--- src/hw/lc4_config.svh ---
`ifndef LC4_CONFIG_SVH
`define LC4_CONFIG_SVH

// datapath widths
`define LC4_WORD_W   16      // data and insn word
`define LC4_SEL_W    3       // register select
`define LC4_NREGS    8       // r0..r7

// first fetch address after reset
`define LC4_RESET_PC 16'h8200

// opcodes, insn[15:12]
`define LC4_OP_BR    4'b0000
`define LC4_OP_ARITH 4'b0001 // add, sub, add imm5
`define LC4_OP_LOGIC 4'b0101 // and, or, xor, and imm5
`define LC4_OP_LDR   4'b0110
`define LC4_OP_STR   4'b0111
`define LC4_OP_CONST 4'b1001

`endif

--- src/hw/lc4_pkg.sv ---
`default_nettype none

`include "lc4_config.svh"

package lc4_pkg;

   // register form: op rd rs sub rt
   typedef struct packed {
      logic [3:0]            opcode;
      logic [`LC4_SEL_W-1:0] rd;
      logic [`LC4_SEL_W-1:0] rs;
      logic [2:0]            sub;  // alu sub-op, bit 2 set means imm5 form
      logic [`LC4_SEL_W-1:0] rt;
   } lc4_rtype_s;

   // immediate form: op rd rs imm6, imm6[5] doubles as the imm5 flag
   typedef struct packed {
      logic [3:0]            opcode;
      logic [`LC4_SEL_W-1:0] rd;   // rt for str
      logic [`LC4_SEL_W-1:0] rs;
      logic [5:0]            imm6;
   } lc4_itype_s;

   // one word, two readings
   typedef union packed {
      lc4_rtype_s r;
      lc4_itype_s i;
   } lc4_insn_u;

endpackage

`default_nettype wire

--- src/hw/lc4_stage_if.sv ---
`default_nettype none

`include "lc4_config.svh"

// decode -> execute bundle
interface lc4_dx_if;
   logic [`LC4_WORD_W-1:0] pc_plus_one;  // from fetch
   logic [`LC4_WORD_W-1:0] insn;
   logic [`LC4_WORD_W-1:0] rs_data;
   logic [`LC4_WORD_W-1:0] rt_data;
   logic [`LC4_SEL_W-1:0]  rs_sel;
   logic [`LC4_SEL_W-1:0]  rt_sel;
   logic [`LC4_SEL_W-1:0]  rd_sel;
   logic                   rs_re;
   logic                   rt_re;
   logic                   regfile_we;
   logic                   nzp_we;
   logic                   is_load;
   logic                   is_store;
   logic                   is_branch;
   logic                   valid;        // from fetch

   // fetch drives pc_plus_one and valid, decoder the rest
   modport dec (output pc_plus_one, insn, rs_data, rt_data, rs_sel, rt_sel, rd_sel,
                rs_re, rt_re, regfile_we, nzp_we, is_load, is_store, is_branch, valid);
   modport exe (input pc_plus_one, insn, rs_data, rt_data, rs_sel, rt_sel, rd_sel,
                rs_re, rt_re, regfile_we, nzp_we, is_load, is_store, is_branch, valid);
   modport haz (input rs_sel, rt_sel, rs_re, rt_re, is_branch);
endinterface

// execute <-> memory/writeback
interface lc4_xm_if;
   logic [`LC4_WORD_W-1:0] alu_result, store_data, pc;
   logic [`LC4_SEL_W-1:0]  rd_sel;
   logic                   regfile_we, nzp_we, is_load, is_store, valid;
   // return path for bypass and branch
   logic                   m_we, w_we;
   logic [`LC4_SEL_W-1:0]  m_sel, w_sel;
   logic [`LC4_WORD_W-1:0] m_data, w_data;
   logic [2:0]             nzp_eff;

   modport exe (output alu_result, store_data, pc, rd_sel, regfile_we, nzp_we, is_load,
                is_store, valid,
                input m_we, m_sel, m_data, w_we, w_sel, w_data, nzp_eff);
   modport mw (input alu_result, store_data, pc, rd_sel, regfile_we, nzp_we, is_load,
               is_store, valid,
               output m_we, m_sel, m_data, w_we, w_sel, w_data, nzp_eff);
endinterface

`default_nettype wire

--- src/hw/lc4_fetch.sv ---
`default_nettype none

`include "lc4_config.svh"

module lc4_fetch (
   input  wire                   gwe,
   input  wire                   i_reset,
   input  wire                   i_stall,    // load-use, hold pc and f/d
   input  wire                   i_taken,    // branch resolved taken in x
   input  wire [`LC4_WORD_W-1:0] i_target,
   input  wire [`LC4_WORD_W-1:0] i_insn,     // imem read data
   output logic [`LC4_WORD_W-1:0] o_pc,
   output logic [`LC4_WORD_W-1:0] o_d_insn,
   lc4_dx_if.dec                 dx
);

   logic [`LC4_WORD_W-1:0] pc_plus_one;
   logic [`LC4_WORD_W-1:0] d_pc_plus_one;
   logic                   d_valid;

   assign pc_plus_one = o_pc + 1'b1;

   // pc register
   always_ff @(posedge gwe) begin
      if (i_reset) o_pc <= `LC4_RESET_PC;
      else if (i_taken) o_pc <= i_target;  // redirect wins over stall
      else if (!i_stall) o_pc <= pc_plus_one;
   end

   // f/d valid, a flush drops the slot being fetched
   always_ff @(posedge gwe) begin
      if (i_reset) d_valid <= 1'b0;
      else if (i_taken) d_valid <= 1'b0;
      else if (!i_stall) d_valid <= 1'b1;
   end

   // f/d payload
   always_ff @(posedge gwe) begin
      if (!i_stall) begin
         o_d_insn      <= i_insn;
         d_pc_plus_one <= pc_plus_one;
      end
   end

   assign dx.pc_plus_one = d_pc_plus_one;
   assign dx.valid       = d_valid;

endmodule

`default_nettype wire

--- src/hw/lc4_decoder.sv ---
`default_nettype none

`include "lc4_config.svh"

module lc4_decoder (
   input  lc4_pkg::lc4_insn_u     i_insn,
   lc4_dx_if.dec                  dx,
   output logic [`LC4_SEL_W-1:0]  o_rs_sel,   // to regfile read ports
   output logic [`LC4_SEL_W-1:0]  o_rt_sel,
   input  wire [`LC4_WORD_W-1:0]  i_rs_data,
   input  wire [`LC4_WORD_W-1:0]  i_rt_data
);

   logic [3:0] op;
   logic [2:0] sub;
   logic       imm_form;
   logic       arith_ok, logic_ok, alu_ok;
   logic       is_ldr, is_str, is_const, is_br;

   assign op       = i_insn.r.opcode;
   assign sub      = i_insn.r.sub;
   assign imm_form = i_insn.i.imm6[5];        // imm5 forms of add / and

   // only add, sub, add imm
   assign arith_ok = (op == `LC4_OP_ARITH) &&
                     (imm_form || sub == 3'b000 || sub == 3'b010);
   // only and, or, xor, and imm, not is dropped
   assign logic_ok = (op == `LC4_OP_LOGIC) &&
                     (imm_form || sub == 3'b000 || sub == 3'b010 || sub == 3'b011);
   assign alu_ok   = arith_ok || logic_ok;

   assign is_ldr   = (op == `LC4_OP_LDR);
   assign is_str   = (op == `LC4_OP_STR);
   assign is_const = (op == `LC4_OP_CONST);
   assign is_br    = (op == `LC4_OP_BR);

   // str keeps its data register in [11:9]
   assign o_rs_sel = i_insn.r.rs;
   assign o_rt_sel = is_str ? i_insn.i.rd : i_insn.r.rt;

   assign dx.insn    = i_insn;
   assign dx.rs_data = i_rs_data;                // already wd-bypassed
   assign dx.rt_data = i_rt_data;
   assign dx.rs_sel  = o_rs_sel;
   assign dx.rt_sel  = o_rt_sel;
   assign dx.rd_sel  = i_insn.r.rd;

   assign dx.rs_re = alu_ok || is_ldr || is_str;
   assign dx.rt_re = (alu_ok && !imm_form) || is_str;

   // anything unsupported falls out here with no writes
   assign dx.regfile_we = alu_ok || is_ldr || is_const;
   assign dx.nzp_we     = alu_ok || is_ldr || is_const;  // nzp follows every reg write
   assign dx.is_load    = is_ldr;
   assign dx.is_store   = is_str;
   assign dx.is_branch  = is_br;

endmodule

`default_nettype wire

--- src/hw/lc4_regfile.sv ---
`default_nettype none

`include "lc4_config.svh"

module lc4_regfile (
   input  wire                    gwe,
   input  wire                    i_reset,
   input  wire [`LC4_SEL_W-1:0]   i_rs,
   input  wire [`LC4_SEL_W-1:0]   i_rt,
   output logic [`LC4_WORD_W-1:0] o_rs_data,
   output logic [`LC4_WORD_W-1:0] o_rt_data,
   input  wire [`LC4_SEL_W-1:0]   i_rd,
   input  wire [`LC4_WORD_W-1:0]  i_wdata,
   input  wire                    i_we
);

   logic [`LC4_WORD_W-1:0] regs [`LC4_NREGS];

   always_ff @(posedge gwe) begin
      if (i_reset) regs <= '{default: '0};
      else if (i_we) regs[i_rd] <= i_wdata;
   end

   // wd bypass: a same-cycle write shows up on the read
   assign o_rs_data = (i_we && i_rd == i_rs) ? i_wdata : regs[i_rs];
   assign o_rt_data = (i_we && i_rd == i_rt) ? i_wdata : regs[i_rt];

   // a write always names one of the eight registers
   a_write_sel: assert property (@(posedge gwe) disable iff (i_reset)
      i_we |-> !$isunknown(i_rd));

endmodule

`default_nettype wire

--- src/hw/lc4_execute.sv ---
`default_nettype none

`include "lc4_config.svh"

module lc4_execute (
   input  wire                    gwe,
   input  wire                    i_reset,
   input  wire                    i_bubble,   // stall or flush, insert a nop
   lc4_dx_if.exe                  dx,
   lc4_xm_if.exe                  xm,
   output logic                   o_taken,
   output logic [`LC4_WORD_W-1:0] o_target,
   output logic                   o_x_load,
   output logic [`LC4_SEL_W-1:0]  o_x_rd
);

   import lc4_pkg::*;

   localparam int W = `LC4_WORD_W;

   lc4_insn_u            x_insn;
   logic [W-1:0]         x_pc_plus_one, x_rs_data, x_rt_data;
   logic [`LC4_SEL_W-1:0] x_rs_sel, x_rt_sel, x_rd_sel;
   logic                 x_valid, x_rs_re, x_rt_re, x_regfile_we, x_nzp_we;
   logic                 x_is_load, x_is_store, x_is_branch;
   logic                 keep;
   logic [W-1:0]         rs_val, rt_val, alu;
   logic [W-1:0]         imm5, imm6, imm9;

   assign keep = dx.valid && !i_bubble;

   // x control, bubble clears all of it
   always_ff @(posedge gwe) begin
      if (i_reset) begin
         x_valid      <= 1'b0;
         x_rs_re      <= 1'b0;
         x_rt_re      <= 1'b0;
         x_regfile_we <= 1'b0;
         x_nzp_we     <= 1'b0;
         x_is_load    <= 1'b0;
         x_is_store   <= 1'b0;
         x_is_branch  <= 1'b0;
      end else begin
         x_valid      <= keep;
         x_rs_re      <= keep && dx.rs_re;
         x_rt_re      <= keep && dx.rt_re;
         x_regfile_we <= keep && dx.regfile_we;
         x_nzp_we     <= keep && dx.nzp_we;
         x_is_load    <= keep && dx.is_load;
         x_is_store   <= keep && dx.is_store;
         x_is_branch  <= keep && dx.is_branch;
      end
   end

   // x payload
   always_ff @(posedge gwe) begin
      x_insn        <= dx.insn;
      x_pc_plus_one <= dx.pc_plus_one;
      x_rs_data     <= dx.rs_data;
      x_rt_data     <= dx.rt_data;
      x_rs_sel      <= dx.rs_sel;
      x_rt_sel      <= dx.rt_sel;
      x_rd_sel      <= dx.rd_sel;
   end

   // mx has priority over wx, it is the younger value
   assign rs_val = (x_rs_re && xm.m_we && xm.m_sel == x_rs_sel) ? xm.m_data :
                   (x_rs_re && xm.w_we && xm.w_sel == x_rs_sel) ? xm.w_data : x_rs_data;
   assign rt_val = (x_rt_re && xm.m_we && xm.m_sel == x_rt_sel) ? xm.m_data :
                   (x_rt_re && xm.w_we && xm.w_sel == x_rt_sel) ? xm.w_data : x_rt_data;

   // sign-extended immediates
   assign imm5 = {{(W-5){x_insn.i.imm6[4]}}, x_insn.i.imm6[4:0]};
   assign imm6 = {{(W-6){x_insn.i.imm6[5]}}, x_insn.i.imm6};
   assign imm9 = {{(W-9){x_insn[8]}}, x_insn[8:0]};        // br and const

   always_comb begin
      alu = '0;
      case (x_insn.r.opcode)
         `LC4_OP_ARITH: begin
            if (x_insn.i.imm6[5]) alu = rs_val + imm5;
            else if (x_insn.r.sub == 3'b010) alu = rs_val - rt_val;
            else alu = rs_val + rt_val;
         end
         `LC4_OP_LOGIC: begin
            if (x_insn.i.imm6[5]) alu = rs_val & imm5;
            else if (x_insn.r.sub == 3'b010) alu = rs_val | rt_val;
            else if (x_insn.r.sub == 3'b011) alu = rs_val ^ rt_val;
            else alu = rs_val & rt_val;
         end
         `LC4_OP_LDR, `LC4_OP_STR: alu = rs_val + imm6;    // effective address
         `LC4_OP_CONST: alu = imm9;
         `LC4_OP_BR: alu = x_pc_plus_one + imm9;            // branch target
         default: alu = '0;
      endcase
   end

   // taken when the mask hits the current nzp
   assign o_taken  = x_is_branch && |(x_insn[11:9] & xm.nzp_eff);
   assign o_target = alu;
   assign o_x_load = x_is_load;
   assign o_x_rd   = x_rd_sel;

   assign xm.alu_result = alu;
   assign xm.store_data = rt_val;
   assign xm.pc         = x_pc_plus_one - 1'b1;   // trace pc
   assign xm.rd_sel     = x_rd_sel;
   assign xm.regfile_we = x_regfile_we;
   assign xm.nzp_we     = x_nzp_we;
   assign xm.is_load    = x_is_load;
   assign xm.is_store   = x_is_store;
   assign xm.valid      = x_valid;

   // a taken branch is live here, and the slot behind it comes in flushed
   a_taken_flush: assert property (@(posedge gwe) disable iff (i_reset)
      o_taken |-> x_valid ##1 (!x_valid && !o_taken));

endmodule

`default_nettype wire

--- src/hw/lc4_memwb.sv ---
`default_nettype none

`include "lc4_config.svh"

module lc4_memwb (
   input  wire                    gwe,
   input  wire                    i_reset,
   lc4_xm_if.mw                   xm,
   output logic [`LC4_WORD_W-1:0] o_dmem_addr,
   output logic                   o_dmem_we,
   output logic [`LC4_WORD_W-1:0] o_dmem_towrite,
   input  wire [`LC4_WORD_W-1:0]  i_dmem_data,
   output logic                   o_wb_valid,
   output logic                   o_wb_we,
   output logic [`LC4_SEL_W-1:0]  o_wb_sel,
   output logic [`LC4_WORD_W-1:0] o_wb_data,
   output logic [`LC4_WORD_W-1:0] o_wb_pc
);

   logic [`LC4_WORD_W-1:0] m_alu, m_store, m_pc, m_data;
   logic [`LC4_SEL_W-1:0]  m_sel;
   logic                   m_valid, m_we, m_nzp_we, m_is_load, m_is_store;
   logic [2:0]             m_nzp, nzp_reg;

   // m stage control
   always_ff @(posedge gwe) begin
      if (i_reset) begin
         m_valid    <= 1'b0;
         m_we       <= 1'b0;
         m_nzp_we   <= 1'b0;
         m_is_load  <= 1'b0;
         m_is_store <= 1'b0;
      end else begin
         m_valid    <= xm.valid;
         m_we       <= xm.regfile_we;
         m_nzp_we   <= xm.nzp_we;
         m_is_load  <= xm.is_load;
         m_is_store <= xm.is_store;
      end
   end

   always_ff @(posedge gwe) begin
      m_alu   <= xm.alu_result;
      m_store <= xm.store_data;
      m_sel   <= xm.rd_sel;
      m_pc    <= xm.pc;
   end

   // dmem is combinational, load data comes back this cycle
   assign o_dmem_addr    = m_alu;
   assign o_dmem_we      = m_is_store;
   assign o_dmem_towrite = m_store;

   assign m_data = m_is_load ? i_dmem_data : m_alu;
   assign m_nzp  = m_data[`LC4_WORD_W-1] ? 3'b100 :
                   (m_data == '0)        ? 3'b010 : 3'b001;

   // w stage, nzp reg loads as the writer moves into w
   always_ff @(posedge gwe) begin
      if (i_reset) begin
         o_wb_valid <= 1'b0;
         o_wb_we    <= 1'b0;
         nzp_reg    <= 3'b000;
      end else begin
         o_wb_valid <= m_valid;
         o_wb_we    <= m_we;
         if (m_nzp_we) nzp_reg <= m_nzp;
      end
   end

   always_ff @(posedge gwe) begin
      o_wb_sel  <= m_sel;
      o_wb_data <= m_data;
      o_wb_pc   <= m_pc;
   end

   assign xm.m_we    = m_we;
   assign xm.m_sel   = m_sel;
   assign xm.m_data  = m_data;     // mx bypass source
   assign xm.w_we    = o_wb_we;
   assign xm.w_sel   = o_wb_sel;
   assign xm.w_data  = o_wb_data;  // wx bypass source
   assign xm.nzp_eff = m_nzp_we ? m_nzp : nzp_reg;

endmodule

`default_nettype wire

--- src/hw/lc4_hazard_ctrl.sv ---
`default_nettype none

`include "lc4_config.svh"

module lc4_hazard_ctrl (
   lc4_dx_if.haz                 dx,
   input  wire                   i_x_load,   // valid load sitting in x
   input  wire [`LC4_SEL_W-1:0]  i_x_rd,
   input  wire                   i_taken,
   output logic                  o_stall,
   output logic                  o_bubble
);

   logic rs_hit, rt_hit, load_use;

   assign rs_hit = dx.rs_re && (dx.rs_sel == i_x_rd);
   assign rt_hit = dx.rt_re && (dx.rt_sel == i_x_rd);  // also catches str data

   // br needs nzp of the load, which only exists once it reaches m
   assign load_use = i_x_load && (rs_hit || rt_hit || dx.is_branch);

   assign o_stall  = load_use && !i_taken;   // the flush already kills decode
   assign o_bubble = o_stall || i_taken;

endmodule

`default_nettype wire

--- src/hw/lc4_processor.sv ---
`default_nettype none

`include "lc4_config.svh"

module lc4_processor (
   input  wire                    gwe,             // pipeline clock
   input  wire                    i_reset,
   output logic [`LC4_WORD_W-1:0] o_cur_pc,        // imem address
   input  wire [`LC4_WORD_W-1:0]  i_cur_insn,
   output logic [`LC4_WORD_W-1:0] o_dmem_addr,
   output logic                   o_dmem_we,
   output logic [`LC4_WORD_W-1:0] o_dmem_towrite,
   input  wire [`LC4_WORD_W-1:0]  i_dmem_data,
   output logic                   o_wb_valid,      // one pulse per retirement
   output logic                   o_wb_we,
   output logic [`LC4_SEL_W-1:0]  o_wb_sel,
   output logic [`LC4_WORD_W-1:0] o_wb_data,
   output logic [`LC4_WORD_W-1:0] o_wb_pc
);

   logic                   stall, bubble, taken, x_load;
   logic [`LC4_WORD_W-1:0] target, d_insn, rs_data, rt_data;
   logic [`LC4_SEL_W-1:0]  x_rd, rs_sel, rt_sel;

   lc4_dx_if dx ();
   lc4_xm_if xm ();

   lc4_fetch u_fetch (
      .gwe      (gwe),
      .i_reset  (i_reset),
      .i_stall  (stall),
      .i_taken  (taken),
      .i_target (target),
      .i_insn   (i_cur_insn),
      .o_pc     (o_cur_pc),
      .o_d_insn (d_insn),
      .dx       (dx.dec)
   );

   lc4_decoder u_decoder (
      .i_insn    (d_insn),
      .dx        (dx.dec),
      .o_rs_sel  (rs_sel),
      .o_rt_sel  (rt_sel),
      .i_rs_data (rs_data),
      .i_rt_data (rt_data)
   );

   // written from w, read in d
   lc4_regfile u_regfile (
      .gwe       (gwe),
      .i_reset   (i_reset),
      .i_rs      (rs_sel),
      .i_rt      (rt_sel),
      .o_rs_data (rs_data),
      .o_rt_data (rt_data),
      .i_rd      (o_wb_sel),
      .i_wdata   (o_wb_data),
      .i_we      (o_wb_we)
   );

   lc4_execute u_execute (
      .gwe      (gwe),
      .i_reset  (i_reset),
      .i_bubble (bubble),
      .dx       (dx.exe),
      .xm       (xm.exe),
      .o_taken  (taken),
      .o_target (target),
      .o_x_load (x_load),
      .o_x_rd   (x_rd)
   );

   lc4_memwb u_memwb (
      .gwe            (gwe),
      .i_reset        (i_reset),
      .xm             (xm.mw),
      .o_dmem_addr    (o_dmem_addr),
      .o_dmem_we      (o_dmem_we),
      .o_dmem_towrite (o_dmem_towrite),
      .i_dmem_data    (i_dmem_data),
      .o_wb_valid     (o_wb_valid),
      .o_wb_we        (o_wb_we),
      .o_wb_sel       (o_wb_sel),
      .o_wb_data      (o_wb_data),
      .o_wb_pc        (o_wb_pc)
   );

   lc4_hazard_ctrl u_hazard (
      .dx       (dx.haz),
      .i_x_load (x_load),
      .i_x_rd   (x_rd),
      .i_taken  (taken),
      .o_stall  (stall),
      .o_bubble (bubble)
   );

endmodule

`default_nettype wire

--- config.mk ---
export PLATFORM = sky130hd
export DESIGN_NAME = lc4_processor
export DESIGN_NICKNAME = d
export VERILOG_FILES = /design/src/hw/lc4_pkg.sv /design/src/hw/lc4_stage_if.sv /design/src/hw/lc4_fetch.sv /design/src/hw/lc4_decoder.sv /design/src/hw/lc4_regfile.sv /design/src/hw/lc4_execute.sv /design/src/hw/lc4_memwb.sv /design/src/hw/lc4_hazard_ctrl.sv /design/src/hw/lc4_processor.sv
export VERILOG_INCLUDE_DIRS = /design/src /design/src/hw
export SDC_FILE = /design/constraint.sdc
export NUM_CORES = 1
export LEC_CHECK = 0
export BUFFER_PORTS_ARGS = -buffer_cell sky130_fd_sc_hd__buf_2
export CAP_MARGIN = 20
export CORE_UTILIZATION = 30
export DETAILED_ROUTE_END_ITERATION = 12
export PLACE_DENSITY = 0.49
export SLEW_MARGIN = 20
export SYNTH_ARGS = -nofsm -noshare
export SYNTH_HDL_FRONTEND = slang
export SYNTH_SLANG_ARGS = --single-unit
export TNS_END_PERCENT = 5
--- constraint.sdc ---
create_clock -name gwe -period 5.9 [get_ports gwe]
set_input_delay 0.885 -clock gwe [delete_from_list [all_inputs] [get_ports gwe]]
set_output_delay 0.885 -clock gwe [all_outputs]
set_load 0.02 [all_outputs]
Yosys cells after proc, flatten, opt, wreduce, memory -nomap -nowiden
Index checks and enable logic that the tools add are counted.

Bits in registers: 352. Output and inout port bits: 86.

Add/subtract/negate cells: 7. $lt $le $gt $ge: 4. Equal/unequal tests: 23. Mux-type cells: 28. Bitwise gates (word level): 8. Reductions and logical operators: 47.

Operators by type and width (number): 16-bit two-way mux (19); 128-bit bitwise mux (1); 16-bit binary-select mux with 3-bit select (2); 16-bit one-hot mux with 5 select lines (1); 16-bit adder (4); 16-bit demux with 3-bit select (1); 16-bit bitwise AND (2); 1-bit logical AND (26); 3-bit == test (8); 4-bit by 3-bit == test with 1-bit output (second input constant) (6); 16-bit by 1-bit adder with 16-bit output (second input constant) (1); 16-bit logical NOT (1); 16-bit bitwise OR (1); 16-bit by 1-bit subtractor with 16-bit output (second input constant) (1); 16-bit subtractor (1); 16-bit bitwise XOR (1); 3-bit by 2-bit == test with 1-bit output (second input constant) (4); 4-bit greater-or-equal comparator (second input constant) (3); 3-bit inverter with 4-bit output (3); 1-bit logical OR (11); 3-bit two-way mux (3); 4-bit by 1-bit == test with 1-bit output (second input constant) (2); 4-bit == test (second input constant) (2); 4-bit logical NOT (2); other kinds (8) (11).

Depth between registers and ports, before layout
Depth in word-level cells: 17. Depth in mapped cells: 31. Mapped depth without buffers: 27.

Worst setup path after synthesis
OpenSTA, ideal clock, no wires.

Path type: flip-flop to flip-flop. From: register u_memwb.o_wb_sel[1]. To: register u_fetch.o_pc[15]. Library setup time: 74 ps. Data arrival time: 5905 ps. Path slack: -79 ps. Stages on the path, launching flop included: 27. Buffers on the path: 4. Clock period less this slack: 5979 ps. Cells stage by stage: dfxtp_1 > buf_2 > xnor2_1 > nand4_2 > clkbuf_1 > buf_1 > nand2_1 > a31oi_1 > inv_1 > ha_1 > clkbuf_1 > nor2_1 > xor2_1 > nand2_1 > xnor2_1 > mux2i_1 > o22ai_1 > ha_1 > a2111oi_0 > o31ai_1 > o311a_1 > a41oi_1 > xnor2_1 > and3_1 > o21ai_0 > and4b_1 > a31oi_1.

Elaborated cells on any way between the ends: 23. Those cells by class: 4 x add/sub; 2 x eq/ne; 11 x mux; 4 x bitwise; 2 x reduce/logical.

RTL lines: start: declaration (line lc4_memwb.sv:15) `` output logic [`LC4_SEL_W-1:0] o_wb_sel, ``; start signal: assignment (line lc4_memwb.sv:72) `o_wb_sel <= m_sel;`; 3-bit == test * (line lc4_execute.sv:70) `(x_rt_re && xm.w_we && xm.w_sel == x_rt_sel) ? xm.w_data : x_rt_data;`; 1-bit logical AND * (line lc4_execute.sv:70); 16-bit two-way mux * (line lc4_execute.sv:70); 16-bit two-way mux * (line lc4_execute.sv:69) `assign rt_val = (x_rt_re && xm.m_we && xm.m_sel == x_rt_sel) ? xm.m_data :`; via u_execute.xm.store_data[0] (line lc4_stage_if.sv:42) `modport exe (output alu_result, store_data, pc, rd_sel, regfile_we, nzp_we, is_load,`; 16-bit adder or 16-bit subtractor (tied branches) (line lc4_execute.sv:83, lc4_execute.sv:82); 16-bit two-way mux * (line lc4_execute.sv:82) `else if (x_insn.r.sub == 3'b010) alu = rs_val - rt_val;`; 16-bit two-way mux * (line lc4_execute.sv:81) `if (x_insn.i.imm6[5]) alu = rs_val + imm5;`; 16-bit one-hot mux with 5 select lines * (line lc4_execute.sv:79) `case (x_insn.r.opcode)`; 16-bit two-way mux * (line lc4_fetch.sv:26) `else if (i_taken) o_pc <= i_target;`; end signal: assignment (line lc4_fetch.sv:25) `` if (i_reset) o_pc <= `LC4_RESET_PC; ``; end signal: assignment (line lc4_fetch.sv:26); end signal: assignment (line lc4_fetch.sv:27) `else if (!i_stall) o_pc <= pc_plus_one;`; end: declaration (line lc4_fetch.sv:12) `` output logic [`LC4_WORD_W-1:0] o_pc, ``.

Mark *: on every way through the listed nets, which the timed path passes. The rest lies on a longest branch. A chain may end at the register's enable or synchronous reset.

Worst setup path after layout
From: register u_memwb.m_sel[2], in the netlist u_memwb.xm.m_sel[2]. To: register u_fetch.o_pc[15].

Elaborated cells on any way between the ends: 21. Those cells by class: 4 x add/sub; 2 x eq/ne; 9 x mux; 4 x bitwise; 2 x reduce/logical.

RTL lines: start: declaration (line lc4_memwb.sv:21) `` logic [`LC4_SEL_W-1:0] m_sel; ``; start signal: assignment (line lc4_memwb.sv:45) `m_sel <= xm.rd_sel;`; 3-bit == test * (line lc4_execute.sv:69); 1-bit logical AND * (line lc4_execute.sv:69); 16-bit two-way mux * (line lc4_execute.sv:69); via u_execute.xm.store_data[0] (line lc4_stage_if.sv:42); 16-bit adder or 16-bit subtractor (tied branches) (line lc4_execute.sv:83, lc4_execute.sv:82); 16-bit two-way mux * (line lc4_execute.sv:82); 16-bit two-way mux * (line lc4_execute.sv:81); 16-bit one-hot mux with 5 select lines * (line lc4_execute.sv:79); 16-bit two-way mux * (line lc4_fetch.sv:26).

Marked as above.

==> qor.csv <==
stage;metric;value;unit
outcome;status;finished clean;
final_layout;largest_register;u_regfile.regs;
logic_synthesis;synth-seq-area-share;0.4054;
pwr;peakVddDrop;0.1870;mV
worst_setup_path;slowest_stage;or4_1;
cts;clkSinkCount;346;
logic_synthesis;syn_nets;2272;
worst_setup_path;crit_type;register to register;
cts;cts_buffer_depth;3;
cts;cts_made_buffers;41;
logic_synthesis;ys_top_cells_by_area;dfxtp_1 (35%), nand2_1 (11%), a21oi_1 (5.9%);
place;dp_hpwl;42.89;mm
logic_synthesis;ys_warn_count;0;
floorplan;die-area;60570;sq um
logic_synthesis;synth_edf_count;32;
cts;ctsHoldBuffers;0;
min_path;hold_path_class;register to register;
final_layout;syn_to_final_growth;16.29;%
global_route;grt-ovfl-total;0;
detailed_routing;routedWlPerCell;19.93;microns
cts;htree_levels;2;
timing;setup-tns-final;0;ns
timing;hold_viol;0;
logic_synthesis;ys_ff_latch;346;
worst_setup_path;critPathMaxStageDelay;0.62;ns
logic_synthesis;synthCells;2169;
timing;tightest_slew;1.175;ns
logic_synthesis;synth_area_leader_cell;dfxtp_1;
final_layout;largest_register_ffs;128;
worst_setup_path;required;6.35;ns
final_layout;drive_gt1_frac;0.1415;
global_route;grt_max_degree;97;
timing;period_needed;5.510;ns
floorplan;rows;89;
worst_setup_path;reg2reg_slack;0.39;ns
timing;post-route-period-util;0.9339;
logic_synthesis;synth_cell_type_count;76;
detailed_routing;ant_nets;0;
global_route;antenna_found_initial;0;
timing;report.final.slew_viol_count;0;
global_route;track_usage;0.1983;
place;port_buffers;119;
timing;setup_viol;0;
timing;fin_worst_skew;0.02624;ns
final_layout;fin_nets;2349;
cts;cts-resized-gates;0;
cts;clkTransAtPathRegs;0.06;ns
worst_setup_path;path_cells;xor2_1 > or4_1 > a31oi_1 > inv_1 > ha_1 > buf_4 > a41oi_2 > mux2i_1 > a32o_1 > nand2_1 > nor3_1 > xnor2_1 > o21ai_0 > ha_1 > nand2_1 > o31ai_1 > o311a_1 > a41oi_1 > xnor2_2 > and3_1 > o21ai_0 > and4b_1 > a31oi_1;
logic_synthesis;avgSynthCellArea;8.242;sq um
final_layout;fin_area;20790;sq um
global_route;grt_pass1_vias;15204;
place;place_area;19410;sq um
global_route;grt_pass1_wl;92.19;mm
pwr;powerDensity;283.6;nW/um^2
floorplan;pin_count;120;
worst_setup_path;crit_fanout;8;
detailed_routing;drc;0;
cts;clkLatencyLatePin;0.57;ns
logic_synthesis;synthesis.area;17880;sq um
logic_synthesis;ys.flop_type;dfxtp_1;
detailed_routing;drt_iter0_drc;1268;
detailed_routing;via_per_inst;5.157;
worst_setup_path;cp-start-kind;register;
detailed_routing;firstDrtPassIters;7;
detailed_routing;totalWireLength;60.78;mm
worst_setup_path;cp_top_family;compound AO/OA/AOI/OAI gates;
floorplan;initial_core_util;0.3035;
pwr;leakagePower;8.168;nW
logic_synthesis;synth_top_cell_area_share;0.3516;
worst_setup_path;cp.buffers_inverters;2;
run;drv_cap;0;
place;gp_congestion;0.9488;
timing;rsz0062_at_grt;no;
timing;max_freq;0.1815;GHz
floorplan;die_y;246.1;microns
floorplan;die_width;246.1;microns
worst_setup_path;arrival;5.96;ns
floorplan;core_region_area;58910;sq um
pwr;power.total;5.895;mW
detailed_routing;vias;15729;
cts;cts_setup_buffers;0;
cts;cts-root-buf;clkbuf_16;
cts;cts_tree;yes;
timing;maxSlewHeadroom;0.2087;
logic_synthesis;synth_common_cells;nand2_1 (528), dfxtp_1 (314), a21oi_1 (211);
logic_synthesis;synth-async-reset-ratio;0;
logic_synthesis;yosysMostFrequentCell;nand2_1;
worst_setup_path;critPathCaptureType;register;
cell type report:
class	instances	area, sq um
Timing Repair Buffer	170	980.9
Fill cell	6076	38120
Sequential cell	346	7247
Tap cell	773	967.2
Clock buffer	60	1197
Inverter	64	240.2
Antenna cell	1	2.502
Multi-Input combinational cell	1623	9998
Clock inverter	13	155.1
worst register-to-register path, cell delays in order (launching register included):
cell	delay [ns]
dfxtp_1	0.33
xor2_1	0.19
or4_1	0.62
a31oi_1	0.23
inv_1	0.13
ha_1	0.25
buf_4	0.18
a41oi_2	0.20
mux2i_1	0.25
a32o_1	0.18
nand2_1	0.15
nor3_1	0.26
xnor2_1	0.14
o21ai_0	0.09
ha_1	0.38
nand2_1	0.07
o31ai_1	0.42
o311a_1	0.27
a41oi_1	0.21
xnor2_2	0.20
and3_1	0.23
o21ai_0	0.14
and4b_1	0.21
a31oi_1	0.08
final timing paths:
path / startpoint / cells after the start / to
hold reg to reg: u_memwb.m_pc[12] / 0 / u_memwb.o_wb_pc[12]
setup reg to reg: u_memwb.xm.m_sel[2] / 23 / u_fetch.o_pc[15]
hold / removal: u_memwb.m_pc[12] / 0 / u_memwb.o_wb_pc[12]
setup / recovery: u_memwb.xm.m_sel[2] / 23 / u_fetch.o_pc[15]
layer usage:
metal	share of wire	track usage	up-vias
met5	0	0	-
met2	0.49	0.3447	489
li1	-	-	7635
met3	0.053	0.02941	117
met1	0.42	0.2446	7488
met4	0.035	0.07654	0
power by group:
part	total, mW	leakage (nW)	switching (mW)	internal [mW]
combinational	0.763	4.58	0.492	0.271
clock	2.58	0.671	1.04	1.54
sequential	2.56	2.91	0.0982	2.46
total	5.90	8.17	1.63	4.27
through the flow:
step             util  instances  hold WS, ns  setup WS [ns]
3_3_place_gp   0.3295       2976       0.3106         0.3058
6_report       0.3529       3050       0.3248         0.3897
3_5_place_dp   0.3295       2976       0.3121         0.1938
5_1_grt        0.3529       3049       0.3309        0.01932
4_1_cts        0.3524       3049       0.3254         0.2679
2_1_floorplan       -       2169       0.3096        0.04227
layout by cell type, fill, tap and decap left out, drive strengths merged, types with 36 or more instances in the layout:
master	instances
a21oi	211
inv	65
xnor2	69
nor2	136
dfxtp	314
xor2	44
o21ai	92
ha	67
nand2	528
clkbuf	60
a31oi	36
nand3	63
mux2i	60
buf	170
cells by family after synthesis:
logic type / share of synthesized area
simple gates: 0.2100
buf+inv: 0.04248
mux: 0.08672
compound gates: 0.1510
flops: 0.4054
fa+ha+maj: 0.04913
xor+xnor: 0.05536
No activity file was read; power rests on OpenSTA's default activity.
